**config.mk**
```make
export PLATFORM = sky130hd
export DESIGN_NAME = dvi_top
export DESIGN_NICKNAME = d
export VERILOG_FILES = /design/src/verilog/dvi_pkg.sv /design/src/verilog/video_timing_if.sv /design/src/verilog/dvi_timing_gen.sv /design/src/verilog/dvi_iic_init.sv /design/src/verilog/dvi_pixel_out.sv /design/src/verilog/dvi_top.sv
export SDC_FILE = /design/constraint.sdc
export NUM_CORES = 1
export LEC_CHECK = 0
export ABC_AREA = 1
export BUFFER_PORTS_ARGS = -buffer_cell sky130_fd_sc_hd__buf_2
export CORE_MARGIN = 1.5
export CORE_UTILIZATION = 54
export DETAILED_ROUTE_END_ITERATION = 7
export HOLD_SLACK_MARGIN = 0.08
export PLACE_DENSITY = 0.74
export RECOVER_POWER = 25
export REMOVE_ABC_BUFFERS = 1
export SKIP_LAST_GASP = 1
export SYNTH_ARGS = -nofsm -noshare
export SYNTH_HDL_FRONTEND = slang
export SYNTH_SLANG_ARGS = --single-unit
```
**constraint.sdc**
```tcl
create_clock -name clock -period 1.6 [get_ports clock]
set_input_delay 0.32 -clock clock [delete_from_list [all_inputs] [get_ports clock]]
set_output_delay 0.32 -clock clock [all_outputs]
set_load 0.01 [all_outputs]
```
**src/verilog/dvi_pkg.sv**
```systemverilog
// dvi subsystem shared definitions
// video timing, serial bus divider, transmitter register table and colour bars
package dvi_pkg;

	// horizontal timing in pixels, kept tiny for short simulations
	localparam integer H_ACTIVE = 16;
	localparam integer H_FRONT = 2;
	localparam integer H_SYNC = 3;
	localparam integer H_BACK = 3;
	localparam integer H_TOTAL = H_ACTIVE + H_FRONT + H_SYNC + H_BACK;

	// vertical timing in lines
	localparam integer V_ACTIVE = 8;
	localparam integer V_FRONT = 1;
	localparam integer V_SYNC = 2;
	localparam integer V_BACK = 1;
	localparam integer V_TOTAL = V_ACTIVE + V_FRONT + V_SYNC + V_BACK;

	// position counter widths
	localparam integer X_BITS = 5;
	localparam integer Y_BITS = 4;

	// clocks per quarter of a serial bus bit period
	localparam integer IIC_DIV = 4;
	localparam integer IIC_DIV_BITS = $clog2(IIC_DIV);

	// 7-bit bus address of the transmitter
	localparam logic [6:0] IIC_DEV_ADDR = 7'h76;

	// register table written once after reset, in index order
	localparam integer REG_COUNT = 4;
	localparam integer REG_IDX_BITS = $clog2(REG_COUNT);

	localparam logic [7:0] REG_ADDR [0:REG_COUNT-1] = '{
		8'h49,	// power management
		8'h1C,	// clock mode
		8'h21,	// input data format
		8'h33	// pll charge pump
	};

	localparam logic [7:0] REG_DATA [0:REG_COUNT-1] = '{
		8'hC0,	// dvi encoder on
		8'h04,
		8'h09,
		8'h08
	};

	// controller states
	typedef enum logic [3:0] {
		IDLE,
		START,
		BIT_LOW,
		BIT_HIGH,
		ACK_LOW,
		ACK_HIGH,
		STOP,
		DONE,
		FAIL
	} iic_state_t;

	// one 24-bit colour per four-pixel bar, high 12 bits sent second
	localparam logic [23:0] BAR_COLOR [0:3] = '{
		24'hFFFFFF,
		24'hFFFF00,
		24'h00FFFF,
		24'hFF0000
	};

endpackage

```
**src/verilog/video_timing_if.sv**
```systemverilog
// video timing bundle
// carries pixel phase, syncs, active flag and x position to the output stage
`timescale 1ns/1ns

interface video_timing_if;

	// 0 on the first clock of a pixel, 1 on the second
	logic pix_phase;

	// syncs are active low
	logic hs;
	logic vs;

	// high inside the visible area
	logic active;

	// pixel position within the line
	logic [dvi_pkg::X_BITS-1:0] x;

	// timing generator side
	modport source (
		output pix_phase,
		output hs,
		output vs,
		output active,
		output x
	);

	// output stage side
	modport sink (
		input pix_phase,
		input hs,
		input vs,
		input active,
		input x
	);

endinterface

```
**src/verilog/dvi_timing_gen.sv**
```systemverilog
// video timing generator
// free-running pixel and line counters giving syncs, active area and x position
`timescale 1ns/1ns

module dvi_timing_gen (
	input logic clock,
	input logic reset,
	video_timing_if.source tim
);

	// counter end values and sync windows
	localparam logic [dvi_pkg::X_BITS-1:0] X_LAST = dvi_pkg::X_BITS'(dvi_pkg::H_TOTAL - 1);
	localparam logic [dvi_pkg::Y_BITS-1:0] Y_LAST = dvi_pkg::Y_BITS'(dvi_pkg::V_TOTAL - 1);
	localparam logic [dvi_pkg::X_BITS-1:0] HS_START =
		dvi_pkg::X_BITS'(dvi_pkg::H_ACTIVE + dvi_pkg::H_FRONT);
	localparam logic [dvi_pkg::X_BITS-1:0] HS_END =
		dvi_pkg::X_BITS'(dvi_pkg::H_ACTIVE + dvi_pkg::H_FRONT + dvi_pkg::H_SYNC);
	localparam logic [dvi_pkg::Y_BITS-1:0] VS_START =
		dvi_pkg::Y_BITS'(dvi_pkg::V_ACTIVE + dvi_pkg::V_FRONT);
	localparam logic [dvi_pkg::Y_BITS-1:0] VS_END =
		dvi_pkg::Y_BITS'(dvi_pkg::V_ACTIVE + dvi_pkg::V_FRONT + dvi_pkg::V_SYNC);

	logic pix_phase;
	logic [dvi_pkg::X_BITS-1:0] x_count;
	logic [dvi_pkg::Y_BITS-1:0] y_count;

	// two clocks per pixel, x moves on the second one
	always_ff @(posedge clock or posedge reset) begin
		if (reset) begin
			pix_phase <= 1'b0;
			x_count <= '0;
			y_count <= '0;
		end else begin
			pix_phase <= ~pix_phase;
			if (pix_phase) begin
				if (x_count == X_LAST) begin
					x_count <= '0;
					// line advances on the x wrap
					if (y_count == Y_LAST) begin
						y_count <= '0;
					end else begin
						y_count <= y_count + 1'b1;
					end
				end else begin
					x_count <= x_count + 1'b1;
				end
			end
		end
	end

	// decoded from the counters
	assign tim.pix_phase = pix_phase;
	assign tim.x = x_count;

	// hs low for the sync pixels right after the front porch
	assign tim.hs = ~((x_count >= HS_START) && (x_count < HS_END));

	// vs low for the sync lines
	assign tim.vs = ~((y_count >= VS_START) && (y_count < VS_END));

	// visible area at the top left of the frame
	assign tim.active = (x_count < dvi_pkg::X_BITS'(dvi_pkg::H_ACTIVE)) &&
		(y_count < dvi_pkg::Y_BITS'(dvi_pkg::V_ACTIVE));

endmodule

```
**src/verilog/dvi_iic_init.sv**
```systemverilog
// transmitter configuration controller
// two-wire bus master writing the register table once, then reporting done or error
`timescale 1ns/1ns

module dvi_iic_init (
	input logic clock,
	input logic reset,
	output logic scl,
	output logic sda_oe,
	input logic sda_in,
	output logic iic_done,
	output logic iic_error
);

	localparam logic [7:0] DEV_WRITE = {dvi_pkg::IIC_DEV_ADDR, 1'b0};
	localparam logic [dvi_pkg::REG_IDX_BITS-1:0] REG_LAST =
		dvi_pkg::REG_IDX_BITS'(dvi_pkg::REG_COUNT - 1);

	dvi_pkg::iic_state_t state;

	logic [dvi_pkg::IIC_DIV_BITS-1:0] div_count;
	logic tick;
	logic [1:0] quarter;
	logic [2:0] bit_cnt;
	logic [1:0] byte_cnt;
	logic [dvi_pkg::REG_IDX_BITS-1:0] reg_idx;
	logic [7:0] shift;

	// quarter period divider
	always_ff @(posedge clock or posedge reset) begin
		if (reset) begin
			div_count <= '0;
		end else if (tick) begin
			div_count <= '0;
		end else begin
			div_count <= div_count + 1'b1;
		end
	end

	assign tick = (div_count == dvi_pkg::IIC_DIV_BITS'(dvi_pkg::IIC_DIV - 1));

	// all bus moves happen on quarter ticks
	// sda only changes while scl is low, except for start and stop
	always_ff @(posedge clock or posedge reset) begin
		if (reset) begin
			state <= dvi_pkg::IDLE;
			quarter <= '0;
			bit_cnt <= '0;
			byte_cnt <= '0;
			reg_idx <= '0;
			shift <= '0;
			scl <= 1'b1;
			sda_oe <= 1'b0;
			iic_done <= 1'b0;
			iic_error <= 1'b0;
		end else if (tick) begin
			case (state)
				dvi_pkg::IDLE: begin
					// bus idles one quarter before the first start
					shift <= DEV_WRITE;
					quarter <= '0;
					state <= dvi_pkg::START;
				end
				dvi_pkg::START: begin
					if (quarter == 2'd0) begin
						// sda falls while scl high
						sda_oe <= 1'b1;
						quarter <= 2'd1;
					end else begin
						scl <= 1'b0;
						quarter <= '0;
						bit_cnt <= 3'd7;
						byte_cnt <= '0;
						state <= dvi_pkg::BIT_LOW;
					end
				end
				dvi_pkg::BIT_LOW: begin
					if (quarter == 2'd0) begin
						// msb first, pull low for a zero
						sda_oe <= ~shift[7];
						quarter <= 2'd1;
					end else begin
						scl <= 1'b1;
						quarter <= '0;
						state <= dvi_pkg::BIT_HIGH;
					end
				end
				dvi_pkg::BIT_HIGH: begin
					if (quarter == 2'd0) begin
						quarter <= 2'd1;
					end else begin
						scl <= 1'b0;
						quarter <= '0;
						shift <= {shift[6:0], 1'b0};
						if (bit_cnt == 3'd0) begin
							state <= dvi_pkg::ACK_LOW;
						end else begin
							bit_cnt <= bit_cnt - 3'd1;
							state <= dvi_pkg::BIT_LOW;
						end
					end
				end
				dvi_pkg::ACK_LOW: begin
					if (quarter == 2'd0) begin
						// hand the line to the transmitter
						sda_oe <= 1'b0;
						quarter <= 2'd1;
					end else begin
						scl <= 1'b1;
						quarter <= '0;
						state <= dvi_pkg::ACK_HIGH;
					end
				end
				dvi_pkg::ACK_HIGH: begin
					if (quarter == 2'd0) begin
						quarter <= 2'd1;
					end else if (sda_in) begin
						// no acknowledge, leave the bus released for good
						quarter <= '0;
						iic_error <= 1'b1;
						state <= dvi_pkg::FAIL;
					end else begin
						scl <= 1'b0;
						quarter <= '0;
						bit_cnt <= 3'd7;
						if (byte_cnt == 2'd2) begin
							state <= dvi_pkg::STOP;
						end else begin
							// register address follows the device byte, then the value
							if (byte_cnt == 2'd0) begin
								shift <= dvi_pkg::REG_ADDR[reg_idx];
							end else begin
								shift <= dvi_pkg::REG_DATA[reg_idx];
							end
							byte_cnt <= byte_cnt + 2'd1;
							state <= dvi_pkg::BIT_LOW;
						end
					end
				end
				dvi_pkg::STOP: begin
					case (quarter)
						2'd0: sda_oe <= 1'b1;
						2'd1: scl <= 1'b1;
						// sda rises while scl high
						2'd2: sda_oe <= 1'b0;
						default: begin
							if (reg_idx == REG_LAST) begin
								iic_done <= 1'b1;
								state <= dvi_pkg::DONE;
							end else begin
								reg_idx <= reg_idx + 1'b1;
								shift <= DEV_WRITE;
								state <= dvi_pkg::START;
							end
						end
					endcase
					quarter <= quarter + 2'd1;
				end
				dvi_pkg::DONE: begin
					quarter <= '0;
				end
				dvi_pkg::FAIL: begin
					quarter <= '0;
				end
				default: begin
					state <= dvi_pkg::IDLE;
				end
			endcase
		end
	end

endmodule

```
**src/verilog/dvi_pixel_out.sv**
```systemverilog
// dvi output stage
// colour-bar pixels sent as two 12-bit half-words, held inactive until configured
`timescale 1ns/1ns

module dvi_pixel_out (
	input logic clock,
	input logic reset,
	video_timing_if.sink tim,
	input logic iic_done,
	output logic [11:0] dvi_d,
	output logic dvi_de,
	output logic dvi_h,
	output logic dvi_v,
	output logic xclk_p,
	output logic xclk_n
);

	logic [1:0] bar_index;
	logic [23:0] bar_color;
	logic [11:0] half_word;

	// four pixels per bar, only the active 16 pixels matter
	assign bar_index = tim.x[3:2];
	assign bar_color = dvi_pkg::BAR_COLOR[bar_index];

	// low half on phase 0, high half on phase 1, blank outside the active area
	always_comb begin
		if (!tim.active) begin
			half_word = '0;
		end else if (tim.pix_phase) begin
			half_word = bar_color[23:12];
		end else begin
			half_word = bar_color[11:0];
		end
	end

	// every output one clock behind the timing bundle
	always_ff @(posedge clock or posedge reset) begin
		if (reset) begin
			dvi_d <= '0;
			dvi_de <= 1'b0;
			dvi_h <= 1'b1;
			dvi_v <= 1'b1;
			xclk_p <= 1'b0;
			xclk_n <= 1'b1;
		end else if (iic_done) begin
			dvi_d <= half_word;
			dvi_de <= tim.active;
			dvi_h <= tim.hs;
			dvi_v <= tim.vs;
			// pixel clock pair follows the phase
			xclk_p <= tim.pix_phase;
			xclk_n <= ~tim.pix_phase;
		end else begin
			// transmitter not set up yet
			dvi_d <= '0;
			dvi_de <= 1'b0;
			dvi_h <= 1'b1;
			dvi_v <= 1'b1;
			xclk_p <= 1'b0;
			xclk_n <= 1'b1;
		end
	end

endmodule

```
**src/verilog/dvi_top.sv**
```systemverilog
// dvi subsystem top level
// timing generator, transmitter configuration and output stage on one clock
`timescale 1ns/1ns

module dvi_top (
	input logic clock,
	input logic reset,
	input logic sda_in,
	output logic scl,
	output logic sda_oe,
	output logic dvi_reset_b,
	output logic dvi_h,
	output logic dvi_v,
	output logic dvi_de,
	output logic xclk_p,
	output logic xclk_n,
	output logic iic_done,
	output logic iic_error,
	output logic [11:0] dvi_d
);

	video_timing_if tim_bus ();

	// transmitter held in reset with the design
	assign dvi_reset_b = ~reset;

	dvi_timing_gen u_timing_gen (
		.clock (clock),
		.reset (reset),
		.tim (tim_bus.source)
	);

	dvi_iic_init u_iic_init (
		.clock (clock),
		.reset (reset),
		.scl (scl),
		.sda_oe (sda_oe),
		.sda_in (sda_in),
		.iic_done (iic_done),
		.iic_error (iic_error)
	);

	// video waits on iic_done
	dvi_pixel_out u_pixel_out (
		.clock (clock),
		.reset (reset),
		.tim (tim_bus.sink),
		.iic_done (iic_done),
		.dvi_d (dvi_d),
		.dvi_de (dvi_de),
		.dvi_h (dvi_h),
		.dvi_v (dvi_v),
		.xclk_p (xclk_p),
		.xclk_n (xclk_n)
	);

endmodule

```
==> reports/results.ini, run 1 <==
[status]
status=finished clean

[global_route]
gr-total-overflow=0
globalRouteTotalUtil=0.2198
grt_first_pass_wirelength_um=9308
grt_max_degree=34
grt_pass1_vias=2155
antenna_found_initial=0

[floorplanning]
core_area_sq_mm=0.004817
dieWidth_um=74.45
dieArea_sq_mm=0.005542
die_h_um=74.45
initial_core_util=0.5722
rows=25
ios=25

[synthesis]
yosysWarnings=0
synth_fa_ha_area_frac=0.08625
synth-seq-cells=45
synth_largest_area_cell=dfrtp_1
yosysTopAreaCellShare=0.3722
synth_top_family_by_area=simple AND/OR/NAND/NOR gates
synth_xor_xnor_area_share=0.006355
yosysSeqAreaShare=0.4103
synthDistinctLibCells=33
avgSynthCellArea_sq_um=8.107
yosys.area_share.simple=0.3305
synth_mux_area_frac=0
synth_area_leaders=dfrtp_1, nand2_1, ha_1
synth-compound-area-share=0.07036
syn-cell-area_sq_mm=0.002756
synth_cells=340

[worst_setup_path]
critPathMaxFanout=3
r2r-start=u_iic_init.state[2]$_DFFE_PP0P_
reg2regPathDepth=9
start_kind=input pin
r2r-end=u_iic_init.state[3]$_DFFE_PP0P_
required_ns=1.28
regToRegSetupSlack_ns=0.09
endpoint_kind=output pin
critPathArrivalTime_ns=1.21
path_class=in2out

[final_layout]
antennaDiodeCount=0
final_layout_size_suffix_gt1_frac=0.2480
nets=392
syn_to_final_growth_pct=11.62
fillerInstances=422

[routing]
ant_nets=0
wl_per_cell_um=12.60
drc=0
wl_um=5520
vias=2303
drtPass1Iterations=4
drt_iter0_drc=175
via_per_inst=5.258

[cts]
h-tree-depth=2
cts_tree=done
cts-buffers-inserted=5
cts.sinks=45
path_clk_slew_ns=0.09
cts_root_buffer=clkbuf_8
clock_latency_ns=0.30
clk_path_buf_depth=2

[timing]
tightestPinTransition_ns=0.7139
fin_skew_ns=0.004166
post-route-period-util=0.9565
maxSlewViolCount=0
post-route-min-period_ns=1.530
final-hold-violation-count=0
rsz0062_at_grt=true
slew_headroom=0.5241
fin_tns_setup_ns=0
setup_viol_count_final=0
max_freq_mhz=653.4

[run]
maxCapViolations=0

[place]
hpwl_um=4151
place_congestion=0.9579
portBuffers=24

[hold_path]
holdPathEnd=u_iic_init.div_count[0]$_DFF_PP0_
hp-start=u_iic_init.div_count[0]$_DFF_PP0_
hp-class=reg2reg
holdPathStages=1

[power_and_ir_drop]
total_power_mw=1.942
p_leak_nw=1.514
p_per_area_mw_per_mm2=631.1
peakVddDrop_mv=0.5403

[cells by family (layout without fill, tap and decap cells)]
group | after synthesis | count (layout)
flip-flops | 45 | 45
buffers and inverters | 52 | 83
adder cells (fa/ha/maj) | 19 | 19
XOR/XNOR | 2 | 2
AND/OR/NAND/NOR | 189 | 189
AO/OA/AOI/OAI | 33 | 33
[critical path: stages]
cell and delay (ns):
dlygate4sd3_1 0.53, buf_2 0.12, inv_1 0.10, buf_2 0.14
[Yosys cell counts, drive strengths merged]
cell type and number:
ha 19, xor2 1, nand3 46, nand3b 3
dfstp 4, inv 36, nor4 1, nand2 100
o211ai 3, o311ai 1, dfrtp 41, a21oi 5
nand4 3, a31o 1, buf 16, o21ai 19
a31oi 2, nor3 4, nor2 32, o31ai 1
o22ai 1, xnor2 1
[where the power goes]
part	leakage [nW]	total [mW]	switching (mW)	internal, mW
combinational	0.901	0.0325	0.0267	0.00584
clock	0.0478	0.773	0.417	0.356
sequential	0.565	1.14	0	1.14
total	1.51	1.94	0.443	1.50
[metal layers]
layer / global-route usage / wire [um]
met1: 0.2790 / 2513
met2: 0.3750 / 2694
met4: 0.07879 / 92
met5: 0 / 0
met3: 0.04201 / 220
[cells in the final DEF, fill, tap and decap left out, drive strengths merged]
| master | n |
|---|---|
| a31o | 1 |
| nand4 | 3 |
| o21ai | 19 |
| o31ai | 1 |
| ha | 19 |
| dlygate4sd3 | 1 |
| a21oi | 5 |
| xor2 | 1 |
| dfstp | 4 |
| nor3 | 4 |
| dfrtp | 41 |
| inv | 37 |
| clkbuf | 8 |
| nand3 | 46 |
| nand2 | 100 |
| nand3b | 3 |
| nor2 | 32 |
| o211ai | 3 |
| clkinvlp | 1 |
| o311ai | 1 |
| nor4 | 1 |
| xnor2 | 1 |
| buf | 36 |
| a31oi | 2 |
| o22ai | 1 |
[sequential cells by signal, indices dropped and copies added, names as in the netlist]
register                    flops
u_iic_init.shift                8
u_timing_gen.tim.x              5
u_iic_init.state                4
u_timing_gen.y_count            4
u_iic_init.bit_cnt              3
u_pixel_out.dvi_d               3
u_iic_init.byte_cnt             2
u_iic_init.div_count            2
u_iic_init.quarter              2
u_iic_init.reg_idx              2
u_iic_init.iic_done             1
u_iic_init.iic_error            1
u_iic_init.scl                  1
u_iic_init.sda_oe               1
u_pixel_out.dvi_de              1
u_pixel_out.dvi_h               1
u_pixel_out.dvi_v               1
u_pixel_out.xclk_n              1
u_pixel_out.xclk_p              1
u_timing_gen.tim.pix_phase      1
[through the flow]
| step | worst slack [ns] | instances | cell area, sq um | util | hold slack [ns] |
|---|---|---|---|---|---|
| finish | 0.06959 | 438 | 3077 | 0.6387 | 0.4383 |
| global route | -0.04550 | 438 | 3077 | 0.6387 | 0.4659 |
| CTS | -0.003956 | 436 | 3029 | 0.6288 | 0.4402 |
| detailed placement | -0.01029 | 427 | 2920 | 0.6062 | 0.3778 |
| global placement | 0.07255 | 427 | 2920 | 0.6062 | 0.3750 |
| floorplan | -0.02593 | 324 | 2626 | - | 0.4099 |
[area by class of cell]
type                       count  area [sq um]  area share
timing repair buffer          39         229.0     0.07442
sequential                    45          1136      0.3693
clock buffer                   6         82.58     0.02684
inverter                      36         135.1     0.04392
clock inverter                 2         16.27    0.005287
tap                           67         83.83     0.02725
multi-input combinational    243          1394      0.4530
[how the worst max path moves through the flow]
stage | from | depth (start not counted) | slack, ns | end
after detailed placement | u_iic_init.quarter[1]$_DFFE_PP0P_ | 8 | -0.01 | u_iic_init.shift[4]$_DFFE_PP0P_
after global routing | u_iic_init.state[2]$_DFFE_PP0P_ | 9 | -0.05 | u_iic_init.state[3]$_DFFE_PP0P_
after CTS | u_iic_init.quarter[1]$_DFFE_PP0P_ | 8 | -0.004 | u_iic_init.shift[4]$_DFFE_PP0P_
final | reset | 4 | 0.07 | dvi_reset_b
after global placement | u_iic_init.state[3]$_DFFE_PP0P_ | 7 | 0.07 | u_iic_init.byte_cnt[0]$_DFFE_PP0P_
after floorplan | reset | 1 | -0.03 | dvi_reset_b
[timing repair]
action                                  CTS  global route
buffers inserted                          0             2
pin swaps                                 1             1
hold buffers                              1             0
endpoints found under the setup margin    3            18
endpoints found under the hold margin    11             0
gates resized for setup                   0            12
No activity file was read; power rests on OpenSTA's default activity.
==> run 2: changes to the inputs <==
- CORE_ASPECT_RATIO: default -> 0.7
==> reports/results.ini, run 2 (synthesis gave the netlist of run 1 again) <==
[run]
maxCapViolations=0

[power_and_ir_drop]
total_power_mw=2.037
p_leak_nw=1.552
p_per_area_mw_per_mm2=650.4
peakVddDrop_mv=0.3416

[cts]
path_clk_slew_ns=0.09
h-tree-depth=2
clock_latency_ns=0.31
cts-buffers-inserted=5
clk_path_buf_depth=2
cts_root_buffer=clkbuf_8
cts.sinks=45
cts_tree=done

[worst_setup_path]
worst-path-buf-inv=2
slowest_delay_ns=0.46
slowest_stage=dfrtp_2
critPathArrivalTime_ns=1.71
critPathMaxFanout=5
cp_cell_sequence=buf_4 > nor2_2 > nand3_1 > nand2_2 > nor2_4 > buf_4 > nand3_1 > nand2_1
cp_num_cells=8
endpoint_kind=flip-flop
crit_family=simple AND/OR/NAND/NOR gates
regToRegSetupSlack_ns=0.09
required_ns=1.80
reg2regPathDepth=8
start_kind=flip-flop
path_class=reg2reg

[global_route]
grt_max_degree=46
grt_first_pass_wirelength_um=9825
globalRouteTotalUtil=0.2299
gr-total-overflow=0
grt_pass1_vias=2138
antenna_found_initial=0

[timing]
slew_headroom=0.2892
final-hold-violation-count=0
post-route-min-period_ns=1.514
tightestPinTransition_ns=1.066
max_freq_mhz=660.5
setup_viol_count_final=0
post-route-period-util=0.9462
maxSlewViolCount=0
fin_skew_ns=0.009780
rsz0062_at_grt=true
hold_ws_ns=0.3805

[routing]
wl_um=5655
drt_iter0_drc=152
via_per_inst=5.117
drtPass1Iterations=4
drc=0
vias=2277
wl_per_cell_um=12.71
ant_nets=0

[place]
portBuffers=24
placed_cells=431
place_congestion=0.9897
placed_area_sq_mm=0.002938
hpwl_um=4294

[final_layout]
finish.utilization=0.6478
syn_to_final_growth_pct=13.62
final_layout_size_suffix_gt1_frac=0.2633
fin_area_sq_mm=0.003132
antennaDiodeCount=0
largest_register_ffs=8
top_register=u_iic_init.shift
final_cells=445
final_cell_mix=nand2_1, nand3_1, dfrtp_1
nets=397
mostFrequentLayoutCell=nand2_1

[floorplanning]
rows=21
core_area_sq_mm=0.004835
dieWidth_um=88.40
ios=25
dieArea_sq_mm=0.005549
die_h_um=62.78
initial_core_util=0.5701

[hold_path]
hp-class=in2async

[status]
status=finished clean

## run 2: cell count changes in the layout (fill, tap and decap cells not counted), sizes merged
| cell | previous run | this run |
|---|---|---|
| bufinv | 0 | 1 |
| clkinvlp | 1 | 0 |
| clkbuf | 8 | 7 |
| buf | 36 | 43 |
| clkinv | 0 | 1 |
| dlygate4sd3 | 1 | 0 |
| inv | 37 | 36 |
## run 2: metal layers
layer  up-vias  part of all wire  GRT usage
li1       1162                 -          -
met1      1035              0.51     0.3362
met2        68              0.40     0.3216
met3        12             0.070    0.07133
met4         0             0.016    0.07813
met5         -                 0          0
## run 2: worst register-to-register path, cell delays in order, from the launching register on
cell and delay, ns:
dfrtp_2 0.46, buf_4 0.17, nor2_2 0.20, nand3_1 0.13, nand2_2 0.11, nor2_4 0.06
buf_4 0.15, nand3_1 0.08, nand2_1 0.05
## run 2: metrics by stage
stage               setup TNS [ns]  worst slack, ns
floorplan                 -0.02593         -0.02593
global placement                 0          0.02663
detailed placement               0          0.01172
CTS                              0          0.04846
global route              -0.04362         -0.02070
finish                           0          0.08600
## run 2: area by class of cell
| class | count | area, sq um |
|---|---|---|
| multi-input combinational | 243 | 1398 |
| inverter | 36 | 135.1 |
| fill | 412 | 1703 |
| tap | 69 | 86.33 |
| clock buffer | 6 | 72.57 |
| timing repair buffer | 44 | 267.8 |
| sequential | 45 | 1134 |
| clock inverter | 2 | 38.79 |
## run 2: power breakdown
| group | leakage (nW) | switching (mW) | internal [mW] | total, mW |
|---|---|---|---|---|
| Sequential | 0.567 | 0 | 1.14 | 1.14 |
| Combinational | 0.929 | 0.0252 | 0.00375 | 0.0289 |
| Clock | 0.0554 | 0.402 | 0.469 | 0.871 |
| Total | 1.55 | 0.427 | 1.61 | 2.04 |
## run 2: repair_timing
action	in CTS	in global routing
setup endpoints to repair	6	19
hold buffers	0	0
buffers inserted	0	6
pin swaps	0	2
resized for setup	1	10
gates cloned	0	0
endpoints found under the hold margin	0	0
## run 2: path summary, 6_finish.rpt
kind | end | start
hold reg to reg | u_iic_init.div_count[0]$_DFF_PP0_ | u_iic_init.div_count[0]$_DFF_PP0_
hold / removal | u_iic_init.bit_cnt[1]$_DFFE_PP0P_ | reset
max in group asynchronous | u_iic_init.state[0]$_DFFE_PP0P_ | reset
min in group clock | u_iic_init.byte_cnt[1]$_DFFE_PP0P_ | sda_in
setup reg to reg | u_iic_init.shift[0]$_DFFE_PP0P_ | u_iic_init.state[3]$_DFFE_PP0P_
setup / recovery | u_iic_init.shift[0]$_DFFE_PP0P_ | u_iic_init.state[3]$_DFFE_PP0P_
